===== config.mk =====
export PLATFORM = sky130hd
export DESIGN_NAME = io_serdes
export DESIGN_NICKNAME = d
export VERILOG_FILES = /design/src/logic/serdes_pkg.sv /design/src/logic/link_if.sv /design/src/logic/axil_ctrl_regs.sv /design/src/logic/link_control.sv /design/src/logic/tx_serializer.sv /design/src/logic/rx_deserializer.sv /design/src/logic/io_serdes.sv
export SDC_FILE = /design/constraint.sdc
export NUM_CORES = 1
export LEC_CHECK = 0
export BUFFER_PORTS_ARGS = -buffer_cell sky130_fd_sc_hd__clkbuf_2
export CAP_MARGIN = 10
export CORE_ASPECT_RATIO = 1.25
export CORE_UTILIZATION = 30
export CTS_CLUSTER_SIZE = 30
export DETAILED_ROUTE_END_ITERATION = 8
export GPL_TIMING_DRIVEN = 0
export PLACE_DENSITY = 0.62
export REMOVE_ABC_BUFFERS = 1
export SETUP_SLACK_MARGIN = 0.4
export SKIP_CTS_REPAIR_TIMING = 1
export SYNTH_ARGS = -nofsm -noshare
export SYNTH_HDL_FRONTEND = slang
export SYNTH_HIERARCHICAL = 1
export SYNTH_SLANG_ARGS = --single-unit

===== constraint.sdc =====
create_clock -name axi_clk -period 3.6 [get_ports axi_clk]
set_input_delay 0.36 -clock axi_clk [delete_from_list [all_inputs] [get_ports axi_clk]]
set_output_delay 0.36 -clock axi_clk [all_outputs]
set_load 0.01 [all_outputs]

===== src/logic/serdes_pkg.sv =====
`default_nettype none

package serdes_pkg;

	// axi-lite and stream widths
	localparam int addr_width = 12;
	localparam int data_width = 32;
	localparam int strb_width = 4;

	// serial link shape
	localparam int phase_count = 4;
	localparam int phase_width = 2;
	localparam int data_lane_count = 8;
	localparam int lane_count = 12;

	// sideband lanes above the data lanes
	localparam int lane_strb = 8;
	localparam int lane_keep = 9;
	localparam int lane_iduser = 10;
	localparam int lane_ctl = 11;

	// bit order of the control nibble on lane_ctl
	localparam int ctl_ready_bit = 0;
	localparam int ctl_valid_bit = 1;
	localparam int ctl_last_bit = 2;

	// register map
	localparam logic [addr_width-1:0] reg_ctrl_offset = '0;
	localparam int ctrl_rxen_bit = 0;
	localparam int ctrl_txen_bit = 1;

	typedef logic [phase_width-1:0] phase_t;
	typedef logic [lane_count-1:0] lanes_t;

	localparam phase_t last_phase = phase_t'(phase_count - 1);

	typedef struct packed {
		logic [data_width-1:0] data;
		logic [strb_width-1:0] strb;
		logic [strb_width-1:0] keep;
		logic [1:0] id;
		logic [1:0] user;
		logic last;
	} axis_beat_t;

endpackage

`default_nettype wire


===== src/logic/link_if.sv =====
`timescale 1ns/1ns
`default_nettype none

interface link_if;
	import serdes_pkg::*;

	logic txen;
	logic rxen;
	phase_t phase;          // free running, shared by both directions
	logic rx_received;
	logic remote_ready;

	////////////////////
	// control owns the enables and the phase, rx reports back
	modport ctrl (
		output txen, rxen, phase,
		input  rx_received, remote_ready
	);

	modport tx (input txen, phase);

	modport rx (
		input  rxen,
		output rx_received, remote_ready
	);

endinterface

`default_nettype wire


===== src/logic/axil_ctrl_regs.sv =====
`timescale 1ns/1ns
`default_nettype none

module axil_ctrl_regs (
	input  logic axi_clk,
	input  logic axi_reset_n,
	input  logic cc_ls_enable,
	input  logic awvalid,
	input  logic [serdes_pkg::addr_width-1:0] awaddr,
	output logic awready,
	input  logic wvalid,
	input  logic [serdes_pkg::data_width-1:0] wdata,
	input  logic [serdes_pkg::strb_width-1:0] wstrb,
	output logic wready,
	input  logic arvalid,
	input  logic [serdes_pkg::addr_width-1:0] araddr,
	output logic arready,
	output logic rvalid,
	output logic [serdes_pkg::data_width-1:0] rdata,
	input  logic rready,
	output logic txen_ctl,
	output logic rxen_ctl
);
	import serdes_pkg::*;

	typedef enum logic [1:0] {w_idle, w_addr_done, w_both_done} w_state_t;
	typedef enum logic [1:0] {r_idle, r_addr_done, r_response} r_state_t;

	w_state_t w_state;
	r_state_t r_state;
	logic waddr_full;
	logic wdata_full;
	logic raddr_full;
	logic aw_take;
	logic w_take;
	logic ar_take;
	logic [addr_width-1:0] waddr_buf;
	logic [addr_width-1:0] raddr_buf;
	logic [1:0] en_buf;     // rx enable at 0, tx enable at 1
	logic strb0_buf;

	assign awready = !waddr_full;
	assign wready = !wdata_full;
	assign arready = !raddr_full;

	// requests only count while the bus is enabled
	assign aw_take = awvalid && cc_ls_enable && awready;
	assign w_take = wvalid && cc_ls_enable && wready;
	assign ar_take = arvalid && cc_ls_enable && arready;

	////////////////////
	// write side
	always_ff @(posedge axi_clk or negedge axi_reset_n) begin
		if (!axi_reset_n) begin
			waddr_full <= 1'b0;
			wdata_full <= 1'b0;
			w_state <= w_idle;
		end else begin
			if (aw_take)
				waddr_full <= 1'b1;
			else if (w_state == w_both_done)
				waddr_full <= 1'b0;
			if (w_take)
				wdata_full <= 1'b1;
			else if (w_state == w_both_done)
				wdata_full <= 1'b0;
			case (w_state)
				w_idle:
					if (waddr_full && wdata_full)
						w_state <= w_both_done;
					else if (waddr_full)
						w_state <= w_addr_done;
				w_addr_done:
					if (wdata_full)
						w_state <= w_both_done;
				default:
					w_state <= w_idle;
			endcase
		end
	end

	always_ff @(posedge axi_clk) begin
		if (aw_take)
			waddr_buf <= awaddr;
		if (w_take) begin
			en_buf <= {wdata[ctrl_txen_bit], wdata[ctrl_rxen_bit]};
			strb0_buf <= wstrb[0];
		end
	end

	always_ff @(posedge axi_clk or negedge axi_reset_n) begin
		if (!axi_reset_n) begin
			rxen_ctl <= 1'b0;
			txen_ctl <= 1'b0;
		end else if (w_state == w_both_done && waddr_buf == reg_ctrl_offset && strb0_buf) begin
			rxen_ctl <= en_buf[0];
			txen_ctl <= en_buf[1];
		end
	end

	////////////////////
	// read side
	always_ff @(posedge axi_clk or negedge axi_reset_n) begin
		if (!axi_reset_n) begin
			raddr_full <= 1'b0;
			rvalid <= 1'b0;
			r_state <= r_idle;
		end else begin
			if (ar_take)
				raddr_full <= 1'b1;
			else if (r_state == r_addr_done)
				raddr_full <= 1'b0;     // address consumed, accept the next one
			if (rvalid && rready)
				rvalid <= 1'b0;
			else if (r_state == r_response)
				rvalid <= 1'b1;
			case (r_state)
				r_idle:
					if (raddr_full)
						r_state <= r_addr_done;
				r_addr_done:
					r_state <= r_response;
				default:
					if (rvalid && rready)
						r_state <= r_idle;
			endcase
		end
	end

	always_ff @(posedge axi_clk) begin
		if (ar_take)
			raddr_buf <= araddr;
		if (r_state == r_addr_done) begin
			rdata <= '0;    // unmapped offsets read as zero
			if (raddr_buf == reg_ctrl_offset) begin
				rdata[ctrl_rxen_bit] <= rxen_ctl;
				rdata[ctrl_txen_bit] <= txen_ctl;
			end
		end
	end

endmodule

`default_nettype wire


===== src/logic/link_control.sv =====
`timescale 1ns/1ns
`default_nettype none

module link_control (
	input  logic axi_clk,
	input  logic axi_reset_n,
	input  logic txen_ctl,
	input  logic rxen_ctl,
	link_if.ctrl link,
	output logic local_ready
);
	import serdes_pkg::*;

	// phase runs from reset on, both directions use it
	always_ff @(posedge axi_clk or negedge axi_reset_n) begin
		if (!axi_reset_n)
			link.phase <= '0;
		else
			link.phase <= link.phase + 1'b1;
	end

	////////////////////
	// sticky enables
	always_ff @(posedge axi_clk or negedge axi_reset_n) begin
		if (!axi_reset_n) begin
			link.txen <= 1'b0;
			link.rxen <= 1'b0;
		end else begin
			// a word from the far end also turns tx on,
			// so our ready bit reaches the remote side
			if (link.phase == last_phase && (txen_ctl || link.rx_received))
				link.txen <= 1'b1;
			if (rxen_ctl)
				link.rxen <= 1'b1;
		end
	end

	////////////////////
	// ready towards the local sender
	always_ff @(posedge axi_clk or negedge axi_reset_n) begin
		if (!axi_reset_n) begin
			local_ready <= 1'b0;
		end else begin
			if (!link.txen)
				local_ready <= 1'b0;
			else if (!link.rx_received)
				local_ready <= 1'b1;    // nothing heard yet, avoid deadlock
			else
				local_ready <= link.remote_ready;
		end
	end

endmodule

`default_nettype wire


===== src/logic/tx_serializer.sv =====
`timescale 1ns/1ns
`default_nettype none

module tx_serializer (
	input  logic axi_clk,
	input  logic axi_reset_n,
	link_if.tx link,
	input  serdes_pkg::axis_beat_t beat,
	input  logic beat_valid,
	input  logic local_ready,
	input  logic peer_ready,
	output serdes_pkg::lanes_t txd,
	output logic tsync
);
	import serdes_pkg::*;

	axis_beat_t beat_q;
	logic valid_q;
	logic ready_q;
	logic [phase_count-1:0] iduser_nib;
	logic [phase_count-1:0] ctl_nib;
	lanes_t lanes;

	////////////////////
	// capture at the end of each word slot
	always_ff @(posedge axi_clk) begin
		if (link.phase == last_phase)
			beat_q <= beat;
	end

	// valid only goes out when the sender was actually accepted;
	// local_ready is low while tx is off, so early slots carry no valid
	always_ff @(posedge axi_clk or negedge axi_reset_n) begin
		if (!axi_reset_n) begin
			valid_q <= 1'b0;
			ready_q <= 1'b0;
		end else if (link.phase == last_phase) begin
			valid_q <= beat_valid && local_ready;
			ready_q <= peer_ready;
		end
	end

	assign iduser_nib = {beat_q.id, beat_q.user};   // id in the upper half

	always_comb begin
		ctl_nib = '0;
		ctl_nib[ctl_ready_bit] = ready_q;
		ctl_nib[ctl_valid_bit] = valid_q;
		ctl_nib[ctl_last_bit] = beat_q.last;
	end

	////////////////////
	// one bit per lane per phase
	always_comb begin
		lanes = '0;
		for (int k = 0; k < data_lane_count; k++)
			lanes[k] = beat_q.data[k*phase_count + link.phase];
		lanes[lane_strb] = beat_q.strb[link.phase];
		lanes[lane_keep] = beat_q.keep[link.phase];
		lanes[lane_iduser] = iduser_nib[link.phase];
		lanes[lane_ctl] = ctl_nib[link.phase];
	end

	assign txd = link.txen ? lanes : '0;            // quiet link until enabled
	assign tsync = link.txen && (link.phase == '0); // marks phase 0

endmodule

`default_nettype wire


===== src/logic/rx_deserializer.sv =====
`timescale 1ns/1ns
`default_nettype none

module rx_deserializer (
	input  logic axi_clk,
	input  logic axi_reset_n,
	link_if.rx link,
	input  serdes_pkg::lanes_t rxd,
	input  logic rsync,
	output serdes_pkg::axis_beat_t beat,
	output logic beat_valid
);
	import serdes_pkg::*;

	logic [phase_count-1:0] sr [lane_count];    // phase p ends up in bit p
	phase_t cnt;
	logic collecting;
	logic word_done;
	logic start;

	assign start = link.rxen && rsync;

	////////////////////
	// lane shift registers
	always_ff @(posedge axi_clk) begin
		if (start || collecting) begin
			for (int k = 0; k < lane_count; k++)
				sr[k] <= {rxd[k], sr[k][phase_count-1:1]};
		end
	end

	// sync restarts the count, so alignment follows the far end
	always_ff @(posedge axi_clk or negedge axi_reset_n) begin
		if (!axi_reset_n) begin
			cnt <= '0;
			collecting <= 1'b0;
			word_done <= 1'b0;
		end else begin
			word_done <= 1'b0;
			if (start) begin
				cnt <= phase_t'(1);   // phase 0 taken this cycle
				collecting <= 1'b1;
			end else if (collecting) begin
				cnt <= cnt + 1'b1;
				if (cnt == last_phase) begin
					collecting <= 1'b0;
					word_done <= 1'b1;
				end
			end
		end
	end

	////////////////////
	// reassembly
	always_comb begin
		for (int k = 0; k < data_lane_count; k++) begin
			for (int p = 0; p < phase_count; p++)
				beat.data[k*phase_count + p] = sr[k][p];
		end
		beat.strb = sr[lane_strb];
		beat.keep = sr[lane_keep];
		{beat.id, beat.user} = sr[lane_iduser];
		beat.last = sr[lane_ctl][ctl_last_bit];
	end

	assign beat_valid = word_done && sr[lane_ctl][ctl_valid_bit];   // one cycle only

	// status back to link control
	always_ff @(posedge axi_clk or negedge axi_reset_n) begin
		if (!axi_reset_n) begin
			link.rx_received <= 1'b0;
			link.remote_ready <= 1'b0;
		end else if (word_done) begin
			link.rx_received <= 1'b1;
			link.remote_ready <= sr[lane_ctl][ctl_ready_bit];
		end
	end

endmodule

`default_nettype wire


===== src/logic/io_serdes.sv =====
`timescale 1ns/1ns
`default_nettype none

module io_serdes (
	input  logic axi_clk,
	input  logic axi_reset_n,

	// axi-lite control port
	input  logic axi_awvalid,
	input  logic [serdes_pkg::addr_width-1:0] axi_awaddr,
	output logic axi_awready,
	input  logic axi_wvalid,
	input  logic [serdes_pkg::data_width-1:0] axi_wdata,
	input  logic [serdes_pkg::strb_width-1:0] axi_wstrb,
	output logic axi_wready,
	input  logic axi_arvalid,
	input  logic [serdes_pkg::addr_width-1:0] axi_araddr,
	output logic axi_arready,
	output logic axi_rvalid,
	output logic [serdes_pkg::data_width-1:0] axi_rdata,
	input  logic axi_rready,
	input  logic cc_ls_enable,

	// stream from the local switch
	input  logic [serdes_pkg::data_width-1:0] as_is_tdata,
	input  logic [serdes_pkg::strb_width-1:0] as_is_tstrb,
	input  logic [serdes_pkg::strb_width-1:0] as_is_tkeep,
	input  logic [1:0] as_is_tid,
	input  logic [1:0] as_is_tuser,
	input  logic as_is_tlast,
	input  logic as_is_tvalid,
	input  logic as_is_tready,   // local receive side can take more

	// serial lanes
	output serdes_pkg::lanes_t serial_txd,
	output logic serial_tsync,
	input  serdes_pkg::lanes_t serial_rxd,
	input  logic serial_rsync,

	// stream to the local switch
	output logic [serdes_pkg::data_width-1:0] is_as_tdata,
	output logic [serdes_pkg::strb_width-1:0] is_as_tstrb,
	output logic [serdes_pkg::strb_width-1:0] is_as_tkeep,
	output logic [1:0] is_as_tid,
	output logic [1:0] is_as_tuser,
	output logic is_as_tlast,
	output logic is_as_tvalid,
	output logic is_as_tready    // remote side can take more
);
	import serdes_pkg::*;

	logic txen_ctl;
	logic rxen_ctl;
	axis_beat_t tx_beat;
	axis_beat_t rx_beat;

	link_if link ();

	assign tx_beat = '{data: as_is_tdata, strb: as_is_tstrb, keep: as_is_tkeep,
		id: as_is_tid, user: as_is_tuser, last: as_is_tlast};

	assign is_as_tdata = rx_beat.data;
	assign is_as_tstrb = rx_beat.strb;
	assign is_as_tkeep = rx_beat.keep;
	assign is_as_tid = rx_beat.id;
	assign is_as_tuser = rx_beat.user;
	assign is_as_tlast = rx_beat.last;

	axil_ctrl_regs u_regs (
		.axi_clk(axi_clk), .axi_reset_n(axi_reset_n), .cc_ls_enable(cc_ls_enable),
		.awvalid(axi_awvalid), .awaddr(axi_awaddr), .awready(axi_awready),
		.wvalid(axi_wvalid), .wdata(axi_wdata), .wstrb(axi_wstrb), .wready(axi_wready),
		.arvalid(axi_arvalid), .araddr(axi_araddr), .arready(axi_arready),
		.rvalid(axi_rvalid), .rdata(axi_rdata), .rready(axi_rready),
		.txen_ctl(txen_ctl), .rxen_ctl(rxen_ctl)
	);

	link_control u_link_ctrl (
		.axi_clk(axi_clk), .axi_reset_n(axi_reset_n),
		.txen_ctl(txen_ctl), .rxen_ctl(rxen_ctl),
		.link(link), .local_ready(is_as_tready)
	);

	tx_serializer u_tx (
		.axi_clk(axi_clk), .axi_reset_n(axi_reset_n), .link(link),
		.beat(tx_beat), .beat_valid(as_is_tvalid),
		.local_ready(is_as_tready), .peer_ready(as_is_tready),
		.txd(serial_txd), .tsync(serial_tsync)
	);

	rx_deserializer u_rx (
		.axi_clk(axi_clk), .axi_reset_n(axi_reset_n), .link(link),
		.rxd(serial_rxd), .rsync(serial_rsync),
		.beat(rx_beat), .beat_valid(is_as_tvalid)
	);

endmodule

`default_nettype wire


==> qor.csv, run 1 <==
stage,metric,value,unit
sta,Slew headroom,38.3,%
synth,largest family of logic cells by synthesized area,buffers and inverters,
clock_network,TritonCTS buffer count,17,
global_routing,vias in the first global route,2956,
floorplan,Initial Util,31.0,%
place,HPWL after detailed placement,7.24,mm
power,Power per Cell Area,627,nW/um^2
clock_network,clk sinks,145,
critical_path,Worst Setup End Kind,output pin,
floorplan,die width,120,um
place,routability cong.,0.745,
power,Lkg Pwr,2.72,nW
synth,register area share after synthesis,80.6,%
synth,mux contribution to synthesized area,5.62,%
final_layout,layout cells sized above 1,42.8,%
critical_path,Worst setup SP type,flop,
critical_path,CP max-delay cell,dfrtp_1,
synth,Synth Warn #,6,
clock_network,clk root buf,clkbuf_16,
synth,Netlist cell types,39,
global_routing,grt total ovfl,0,
synth,Synth Register Bits,145,
power,Peak supply drop,290,uV
global_routing,All-Layer GR Usage,11.2,%
floorplan,Core Footprint,17000,um^2
global_routing,global-route wire length before repair,14.8,mm
synth,Post-Synth Simple-Gate Area,4.28,%
sta,Slew @ Worst Pin,924,ps
synth,top post-synthesis cells by count,"122 x edfxtp_1, 31 x buf_4, 25 x mux2i_1",
clock_network,CTS tree,built,
floorplan,num rows,53,
drt,iteration-0 DRC count of the detailed router,135,
sta,final setup margin,1340,ps
min_path,worst min path class,primary input to flop,
sta,Final Hold Fails,0,
synth,post-synthesis cell count,285,
sta,"Min Clock Period, post-route",2260,ps
sta,hold_ws,114,ps
global_routing,largest net degree at the start of global routing,46,
synth,"EDFF count, synth",122,
drt,Vias,2884,
clock_network,CTS max path bufs,2,
drt,first-pass iteration count of the detailed router,4,
place,worst slack at placement,1580,ps
outcome,run status,completed,
floorplan,height of the die,150,um
flow_run,max-cap viol count,0,
clock_network,# H-tree levels,4,
final_layout,fill cell count,1598,
sta,Clock Skews,9.60,ps
global_routing,initial antenna violation count,0,
synth,ranking of synthesized cells by area,"edfxtp_1 70%, dfrtp_1 11%, mux2i_1 4.8%",
floorplan,Boundary Pins,223,
critical_path,WP data arrival,1900,ps
synth,Syn Area/Cell,18.4,um^2
final_layout,"Cell Count, Final, Fillers Out",692,
synth,Post-Synth XOR/XNOR Area,0.167,%
sta,total negative slack,0,ps
synth,post-synth top area share,69.7,%
critical_path,largest stage delay on the critical path,730,ps
place,Port-buffer cells,159,
place,dpl cell area,6200,um^2
critical_path,WS Path Type,flop to output pin,
final_layout,final core utilization,40.0,%
power,"Power, Total",4.25,mW
critical_path,worst path cell trace,buf_16 -> mux2i_1 -> o22ai_1 -> clkbuf_2,
synth,Compound-Gate Fraction of Synth Area,2.62,%
drt,DRC violations left,0,
sta,Final setup viols,0,
drt,DR WL/cell,14.1,um
synth,"count leader, synth",edfxtp_1,
sta,"Slew Viols, Final",0,
drt,remaining antenna violation count,0,
synth,synthesized area,5260,um^2
clock_network,worst skew pair latency,420,ps
place,placed instance count,659,
floorplan,die area,18100,um^2
synth,Synth area leader,edfxtp_1,
sta,achievable frequency,0.442,GHz
final_layout,Finished Cell Area,6780,um^2
drt,post-DR vias/cell,4.17,
clock_network,"Clk pin slew, worst setup/hold paths",70,ps
final_layout,Area Overhead vs Synth,29.1,%
sta,unrepaired setup endpoints after global routing,false,
sta,part of the cycle the worst path needs,62.9,%
critical_path,Critical Path RT,3240,ps
critical_path,crit-path max FO,18,
synth,Synth Area in Adders,0.476,%
final_layout,Diodes inserted,0,
final_layout,number of nets in the layout,588,
synth,top_reg_cell synth,edfxtp_1,
drt,routed wire length,9.73,mm
synth,Async SR Flop Fraction,15.9,%
[routing by layer]
| layer | wire [um] | GRT usage [%] | part of all wire (%) | vias up |
|---|---|---|---|---|
| met3 | 1110 | 5.75 | 11 | 12 |
| met5 | 0 | 0 | 0 | - |
| met1 | 3890 | 12.3 | 40 | 1352 |
| met2 | 4570 | 17.6 | 47 | 158 |
| li1 | - | - | - | 1362 |
| met4 | 154 | 5.74 | 1.6 | 0 |
[cell usage in the layout, fill, tap and decap left out, drive strengths merged, types with 2 or more instances in the layout]
cell / count
clkbuf: 177
edfxtp: 122
conb: 30
mux2i: 25
dfrtp: 23
inv: 18
o22ai: 11
nand2: 10
nor2: 6
nor4: 5
o21bai: 4
and3: 4
mux2: 4
clkinv: 4
o21ai: 4
nand2b: 3
ha: 2
nand3: 2
and2: 2
or2: 2
buf: 2
[power by group]
part	internal (mW)	switching [mW]
Sequential	2.05	0.0915
Clock	0.979	0.713
Combinational	0.170	0.254
Total	3.19	1.06
[state kept, by name, summed over array words and instances (netlist names), 2 cells and up]
register,count
u_rx/sr,48
u_regs/waddr_buf,12
u_regs/r_state,2
u_rx/cnt,2
u_regs/rdata,2
u_regs/w_state,2
u_link_ctrl/link.phase,2
u_regs/raddr_buf,12
u_tx/beat_q,45
u_regs/en_buf,2
[cells by family after synthesis]
family	count (synthesis)
DFF	145
buffers and inverters	45
and+or+nand+nor	40
muxes	29
AOI/OAI and AO/OA	22
adders and majority gates	2
other	1
xor gates and xnor gates	1
[path summary, 6_finish.rpt]
check	from	slack [ps]	depth (start not counted)	to
min in group asynchronous	axi_reset_n	480	2	u_regs/wdata_full
max in group asynchronous	axi_reset_n	2710	2	u_tx/valid_q
min reg2reg	u_regs/wdata_full	440	1	u_regs/w_state[0]
max reg2reg	u_link_ctrl/link.phase[1]	1600	2	u_tx/beat_q[28]
max	u_link_ctrl/link.phase[1]	1340	4	serial_txd[0]
min	serial_rxd[10]	110	1	u_rx/sr[10][3]
[cell type report]
class | count | area [um^2] | area share, %
tap | 220 | 275 | 4.06
timing repair buffer | 162 | 853 | 12.6
sequential | 145 | 4240 | 62.5
clock buffer | 18 | 429 | 6.33
multi-input combinational | 124 | 807 | 11.9
inverter | 9 | 33.8 | 0.498
clock inverter | 14 | 146 | 2.16
[worst max-delay path, delay by kind of cell, from the launching register on]
kind | cells | cell delay (ps)
buffers and inverters | 2 | 410
muxes | 1 | 240
DFF | 1 | 730
AOI/OAI and AO/OA | 1 | 110
No activity file was read; power rests on OpenSTA's default activity.
==> run 2: changes to the inputs <==
--- a/config.mk
+++ b/config.mk
@@ -12,7 +12,7 @@
 export CTS_CLUSTER_SIZE = 30
 export DETAILED_ROUTE_END_ITERATION = 8
 export GPL_TIMING_DRIVEN = 0
-export PLACE_DENSITY = 0.62
+export PLACE_DENSITY = 0.65
 export REMOVE_ABC_BUFFERS = 1
 export SETUP_SLACK_MARGIN = 0.4
 export SKIP_CTS_REPAIR_TIMING = 1
==> constraint.sdc (replaced) <==
create_clock -name axi_clk -period 2 [get_ports axi_clk]
set_input_delay 0.2 -clock axi_clk [delete_from_list [all_inputs] [get_ports axi_clk]]
set_output_delay 0.2 -clock axi_clk [all_outputs]
set_load 0.01 [all_outputs]
==> qor.csv, run 2 (synthesized netlist as in run 1, its figures left out) <==
stage,metric,value,unit,change
floorplan,die area,18100,um^2,unchanged
final_layout,Regs by FF count,"u_rx/sr x48, u_tx/beat_q x45",,unchanged
critical_path,R2R depth,4,,was 2
sta,"Slew Viols, Final",0,,unchanged
floorplan,Initial Util,31.0,%,unchanged
critical_path,WP data arrival,1630,ps,was 1900 ps
clock_network,CTS max path bufs,2,,unchanged
final_layout,layout cells sized above 1,37.1,%,was 42.8%
power,"Power, Total",7.69,mW,was 4.25 mW
critical_path,RR Endpoint,u_tx/beat_q[16],,was u_tx/beat_q[28]
global_routing,initial antenna violation count,0,,unchanged
critical_path,WS Path Type,flop to output pin,,unchanged
sta,part of the cycle the worst path needs,91.6,%,
final_layout,number of nets in the layout,680,,was 588
critical_path,Worst Setup End Kind,output pin,,unchanged
final_layout,final core utilization,45.3,%,was 40.0%
drt,remaining antenna violation count,0,,unchanged
sta,Final Hold Fails,0,,unchanged
drt,routed length on met1,4.41,mm,was 3.89 mm
place,placed instance count,659,,unchanged
place,routability cong.,0.768,,was 0.745
final_layout,max reg flops,48,,unchanged
sta,Slew headroom,57.5,%,was 38.3%
power,Power per Cell Area,999,nW/um^2,was 627 nW/um^2
floorplan,Core Footprint,17000,um^2,unchanged
drt,routed wire length,11.6,mm,was 9.73 mm
final_layout,"Cell Count, Final, Fillers Out",784,,was 692
sta,achievable frequency,0.546,GHz,
clock_network,worst skew pair latency,420,ps,about the same
global_routing,global-route wire length before repair,15.1,mm,was 14.8 mm
clock_network,CTS tree,built,,unchanged
global_routing,grt total ovfl,0,,unchanged
sta,"Min Clock Period, post-route",1830,ps,
place,Port-buffer cells,159,,unchanged
critical_path,crit-path max FO,17,,was 18
clock_network,TritonCTS buffer count,17,,unchanged
global_routing,vias in the first global route,3097,,"was 2,956"
flow_run,max-cap viol count,0,,unchanged
global_routing,All-Layer GR Usage,11.5,%,was 11.2%
sta,Clock Skews,12.8,ps,was 9.60 ps
clock_network,# H-tree levels,4,,unchanged
min_path,worst min path class,primary input to flop,,unchanged
clock_network,"Clk pin slew, worst setup/hold paths",60,ps,was 70 ps
drt,DR WL met2,6.01,mm,was 4.57 mm
drt,post-DR vias/cell,4.17,,about the same
final_layout,"most common cell after layout, fill and taps aside",clkbuf_2,,unchanged
drt,Vias,3271,,"was 2,884"
global_routing,largest net degree at the start of global routing,46,,unchanged
floorplan,num rows,53,,unchanged
drt,first-pass iteration count of the detailed router,4,,unchanged
critical_path,Critical Path Start,u_link_ctrl/link.phase[1],,unchanged
clock_network,clk sinks,145,,unchanged
final_layout,Diodes inserted,0,,unchanged
final_layout,highest-count cells in the layout ignoring fill and taps,"149 x clkbuf_2, 122 x edfxtp_1, 88 x dlygate4sd3_1",,"was 159 x clkbuf_2, 122 x edfxtp_1, 30 x conb_1"
critical_path,CP endpoint,serial_txd[9],,was serial_txd[0]
floorplan,die width,120,um,unchanged
place,HPWL after detailed placement,7.48,mm,was 7.24 mm
power,Lkg Pwr,3.10,nW,was 2.72 nW
clock_network,clk root buf,clkbuf_16,,unchanged
drt,DR WL/cell,14.8,um,was 14.1 um
floorplan,height of the die,150,um,unchanged
drt,routed wl met3,970,um,was 1.11 mm
final_layout,Area Overhead vs Synth,46.4,%,was 29.1%
critical_path,reg2reg setup slack,450,ps,was 1600 ps
sta,unrepaired setup endpoints after global routing,true,,was false
sta,total negative slack,0,ps,unchanged
min_path,hold wc startpoint,as_is_tvalid,,was serial_rxd[10]
sta,Slew @ Worst Pin,637,ps,was 924 ps
drt,DRC violations left,0,,unchanged
drt,iteration-0 DRC count of the detailed router,160,,was 135
critical_path,Worst setup SP type,flop,,unchanged
floorplan,Boundary Pins,223,,unchanged
critical_path,Worst R2R Start,u_link_ctrl/link.phase[1],,unchanged
power,Peak supply drop,732,uV,was 290 uV
sta,Final setup viols,0,,unchanged
final_layout,most flop-heavy register,u_rx/sr,,unchanged
outcome,run status,completed,,unchanged
critical_path,Critical Path RT,1800,ps,was 3240 ps
drt,uppermost layer routed,met4,,unchanged
-- run 2: changes by cell type in the layout (fill, tap and decap cells not counted), sizes merged, moves of 2 or more --
cell	previous run	this run
clkbuf	177	167
inv	18	16
clkinvlp	0	2
buf	2	17
dlygate4sd3	1	88
-- run 2: cell type report --
| type | instances | area, um^2 |
|---|---|---|
| Fill cell | 1507 | 9280 |
| Sequential cell | 145 | 4240 |
| Clock buffer | 18 | 429 |
| Timing Repair Buffer | 254 | 1770 |
| Clock inverter | 14 | 120 |
| Inverter | 9 | 38.8 |
| Multi-Input combinational cell | 124 | 817 |
| Tap cell | 220 | 275 |
-- run 2: critical path: stages, from the launching register on --
cell	delay [ps]
dfrtp_4	540
buf_16	190
mux2i_1	150
o22ai_1	160
clkbuf_2	160
-- run 2: worst min path at each step --
stage | end | slack [ps] | cells after the start
3_5_place_dp | u_regs/waddr_full | 230 | 1
5_1_grt | u_tx/valid_q | 0.09 | 3
3_3_place_gp | u_regs/waddr_full | 210 | 1
4_1_cts | u_regs/waddr_full | -220 | 1
2_1_floorplan | u_link_ctrl/link.phase[0] | -100 | 0
6_report | u_tx/valid_q | 10 | 3
-- run 2: stage by stage --
step	cell area (um^2)	hold slack [ps]	worst slack, ps
2_1_floorplan	5080	-95.6	-510
3_3_place_gp	6150	208	-1110
3_5_place_dp	6200	231	-54.1
4_1_cts	6750	-220	-143
5_1_grt	7700	0.0943	90.8
6_report	7700	13.2	168
-- run 2: power by group --
| group | switching (mW) | leakage, nW | internal [mW] |
|---|---|---|---|
| clock network | 1.28 | 0.264 | 1.62 |
| registers | 0.167 | 1.39 | 3.68 |
| logic | 0.515 | 1.44 | 0.416 |
| total | 1.96 | 3.10 | 5.72 |
-- run 2: per-layer routing --
metal	track usage, %	up-vias
li1	-	1541
met1	12.1	1548
met2	18.7	171
met3	5.83	11
met4	5.93	0
met5	0	-
==> run 3: changes to the inputs <==
--- a/config.mk
+++ b/config.mk
@@ -12,7 +12,7 @@
 export CTS_CLUSTER_SIZE = 30
 export DETAILED_ROUTE_END_ITERATION = 8
 export GPL_TIMING_DRIVEN = 0
-export PLACE_DENSITY = 0.65
+export PLACE_DENSITY = 0.59
 export REMOVE_ABC_BUFFERS = 1
 export SETUP_SLACK_MARGIN = 0.4
 export SKIP_CTS_REPAIR_TIMING = 1
==> qor.csv, run 3 (synthesized netlist as in run 1, its figures left out) <==
stage,metric,value,unit,change
critical_path,WS Path Type,flop to output pin,,unchanged
clock_network,worst skew pair latency,410,ps,was 420 ps
critical_path,worst path cell trace,buf_16 -> mux2i_1 -> o22ai_1 -> buf_2,,was buf_16 -> mux2i_1 -> o22ai_1 -> clkbuf_2
critical_path,CP max-delay cell,dfrtp_4,,unchanged
drt,routed wl met3,889,um,was 970 um
floorplan,Initial Util,31.0,%,unchanged
sta,"Slew Viols, Final",0,,unchanged
place,Port-buffer cells,159,,unchanged
sta,achievable frequency,0.549,GHz,was 0.546 GHz
critical_path,Buf/Inv on CP,2,,unchanged
clock_network,CTS max path bufs,2,,unchanged
drt,routed length on met1,4.42,mm,was 4.41 mm
global_routing,largest net degree at the start of global routing,46,,unchanged
sta,"Min Clock Period, post-route",1820,ps,was 1830 ps
floorplan,height of the die,150,um,unchanged
critical_path,WP data arrival,1620,ps,was 1630 ps
place,routability cong.,0.724,,was 0.768
drt,remaining antenna violation count,0,,unchanged
min_path,worst min path class,primary input to flop,,unchanged
outcome,run status,completed,,unchanged
final_layout,Diodes inserted,0,,unchanged
clock_network,"Clk pin slew, worst setup/hold paths",60,ps,about the same
final_layout,highest-count cells in the layout ignoring fill and taps,"150 x clkbuf_2, 122 x edfxtp_1, 88 x dlygate4sd3_1",,"was 149 x clkbuf_2, 122 x edfxtp_1, 88 x dlygate4sd3_1"
place,placed instance count,659,,unchanged
place,HPWL after detailed placement,7.29,mm,was 7.48 mm
flow_run,max-cap viol count,0,,unchanged
global_routing,global-route wire length before repair,15.0,mm,was 15.1 mm
final_layout,Regs by FF count,"u_rx/sr x48, u_tx/beat_q x45",,unchanged
global_routing,grt total ovfl,0,,unchanged
clock_network,TritonCTS buffer count,17,,unchanged
final_layout,Finished Cell Area,7720,um^2,was 7700 um^2
drt,Vias,3263,,"was 3,271"
drt,iteration-0 DRC count of the detailed router,179,,was 160
power,Peak supply drop,663,uV,was 732 uV
final_layout,Area Overhead vs Synth,46.9,%,was 46.4%
final_layout,layout cells sized above 1,37.3,%,was 37.1%
global_routing,All-Layer GR Usage,11.4,%,was 11.5%
final_layout,most flop-heavy register,u_rx/sr,,unchanged
drt,routed wire length,11.1,mm,was 11.6 mm
drt,DR WL/cell,14.1,um,was 14.8 um
clock_network,clk sinks,145,,unchanged
critical_path,Worst setup SP type,flop,,unchanged
final_layout,fill cell count,1512,,"was 1,507"
drt,post-DR vias/cell,4.16,,was 4.17
drt,DRC violations left,0,,unchanged
clock_network,CTS tree,built,,unchanged
clock_network,clk root buf,clkbuf_16,,unchanged
floorplan,Core Footprint,17000,um^2,unchanged
power,Lkg Pwr,3.12,nW,was 3.10 nW
critical_path,Worst Setup End Kind,output pin,,unchanged
drt,DR WL met2,5.61,mm,was 6.01 mm
critical_path,kind of cell adding the most delay to the critical path,flip-flops,,unchanged
sta,Slew headroom,60.5,%,was 57.5%
global_routing,vias in the first global route,3004,,"was 3,097"
final_layout,max reg flops,48,,unchanged
sta,Slew @ Worst Pin,592,ps,was 637 ps
critical_path,Critical Path RT,1800,ps,about the same
final_layout,number of nets in the layout,681,,was 680
power,Power per Cell Area,1000,nW/um^2,was 999 nW/um^2
drt,first-pass iteration count of the detailed router,4,,unchanged
drt,uppermost layer routed,met4,,unchanged
floorplan,Boundary Pins,223,,unchanged
sta,Final setup viols,0,,unchanged
critical_path,crit-path max FO,18,,was 17
place,dpl cell area,6200,um^2,unchanged
floorplan,die width,120,um,unchanged
sta,Final Hold Fails,0,,unchanged
sta,part of the cycle the worst path needs,91.1,%,was 91.6%
floorplan,num rows,53,,unchanged
sta,unrepaired setup endpoints after global routing,true,,unchanged
sta,Clock Skews,7.15,ps,was 12.8 ps
final_layout,"Cell Count, Final, Fillers Out",785,,was 784
final_layout,"most common cell after layout, fill and taps aside",clkbuf_2,,unchanged
critical_path,largest stage delay on the critical path,530,ps,was 540 ps
clock_network,# H-tree levels,4,,unchanged
floorplan,die area,18100,um^2,unchanged
global_routing,initial antenna violation count,0,,unchanged
## run 3: area by class of cell
type	instances	area, um^2	share of cell area (%)
flip-flops and latches	145	4240	55.0
repair buffers	255	1780	23.1
multi-input cells	124	820	10.6
clock buffers	18	429	5.56
well taps	220	275	3.57
clock inverters	14	130	1.69
inverters	9	41.3	0.535
## run 3: worst register-to-register path: cells and delay by family (launching register included)
kind / cells / cell delay, ps
AND/OR/NAND/NOR: 1 / 100
buffers and inverters: 3 / 540
flip-flops: 1 / 490
## run 3: through the flow
step / setup TNS (ps) / power (mW) / setup slack, ps / hold slack, ps / util (%)
after floorplan: -22930 / 4.27 / -510 / -95.6 / -
after global placement: -67330 / 4.63 / -1150 / 219 / 36.2
after detailed placement: -1970 / 4.69 / -49.0 / 236 / 36.5
after CTS: -3240 / 7.68 / -138 / -209 / 39.8
after global routing: 0 / 8.06 / 104 / 30.8 / 45.5
final: 0 / 7.73 / 179 / 35.0 / 45.5
## run 3: final timing paths
path	from	end	slack [ps]	cells past startpoint
worst max register to register	u_link_ctrl/link.phase[1]	u_tx/beat_q[9]	510	4
worst min-delay path	as_is_tvalid	u_tx/valid_q	30	3
worst min register to register	u_rx/sr[11][3]	u_rx/sr[11][2]	430	0
min in group asynchronous	axi_reset_n	u_regs/w_state[0]	320	2
max in group asynchronous	axi_reset_n	u_link_ctrl/link.phase[1]	1230	2
worst max-delay path	u_link_ctrl/link.phase[1]	serial_txd[6]	180	4
## run 3: power by group
part           leakage, nW  switching (mW)  internal (mW)  total [mW]
Clock                0.273            1.24           1.73        2.96
Sequential            1.39           0.159           3.68        3.84
Combinational         1.45           0.509          0.417       0.926
## run 3: metal layers
layer,track usage (%),vias to the layer above
met5,0,-
met2,18.3,159
met4,5.74,0
met3,5.34,11
met1,12.6,1547
li1,-,1546
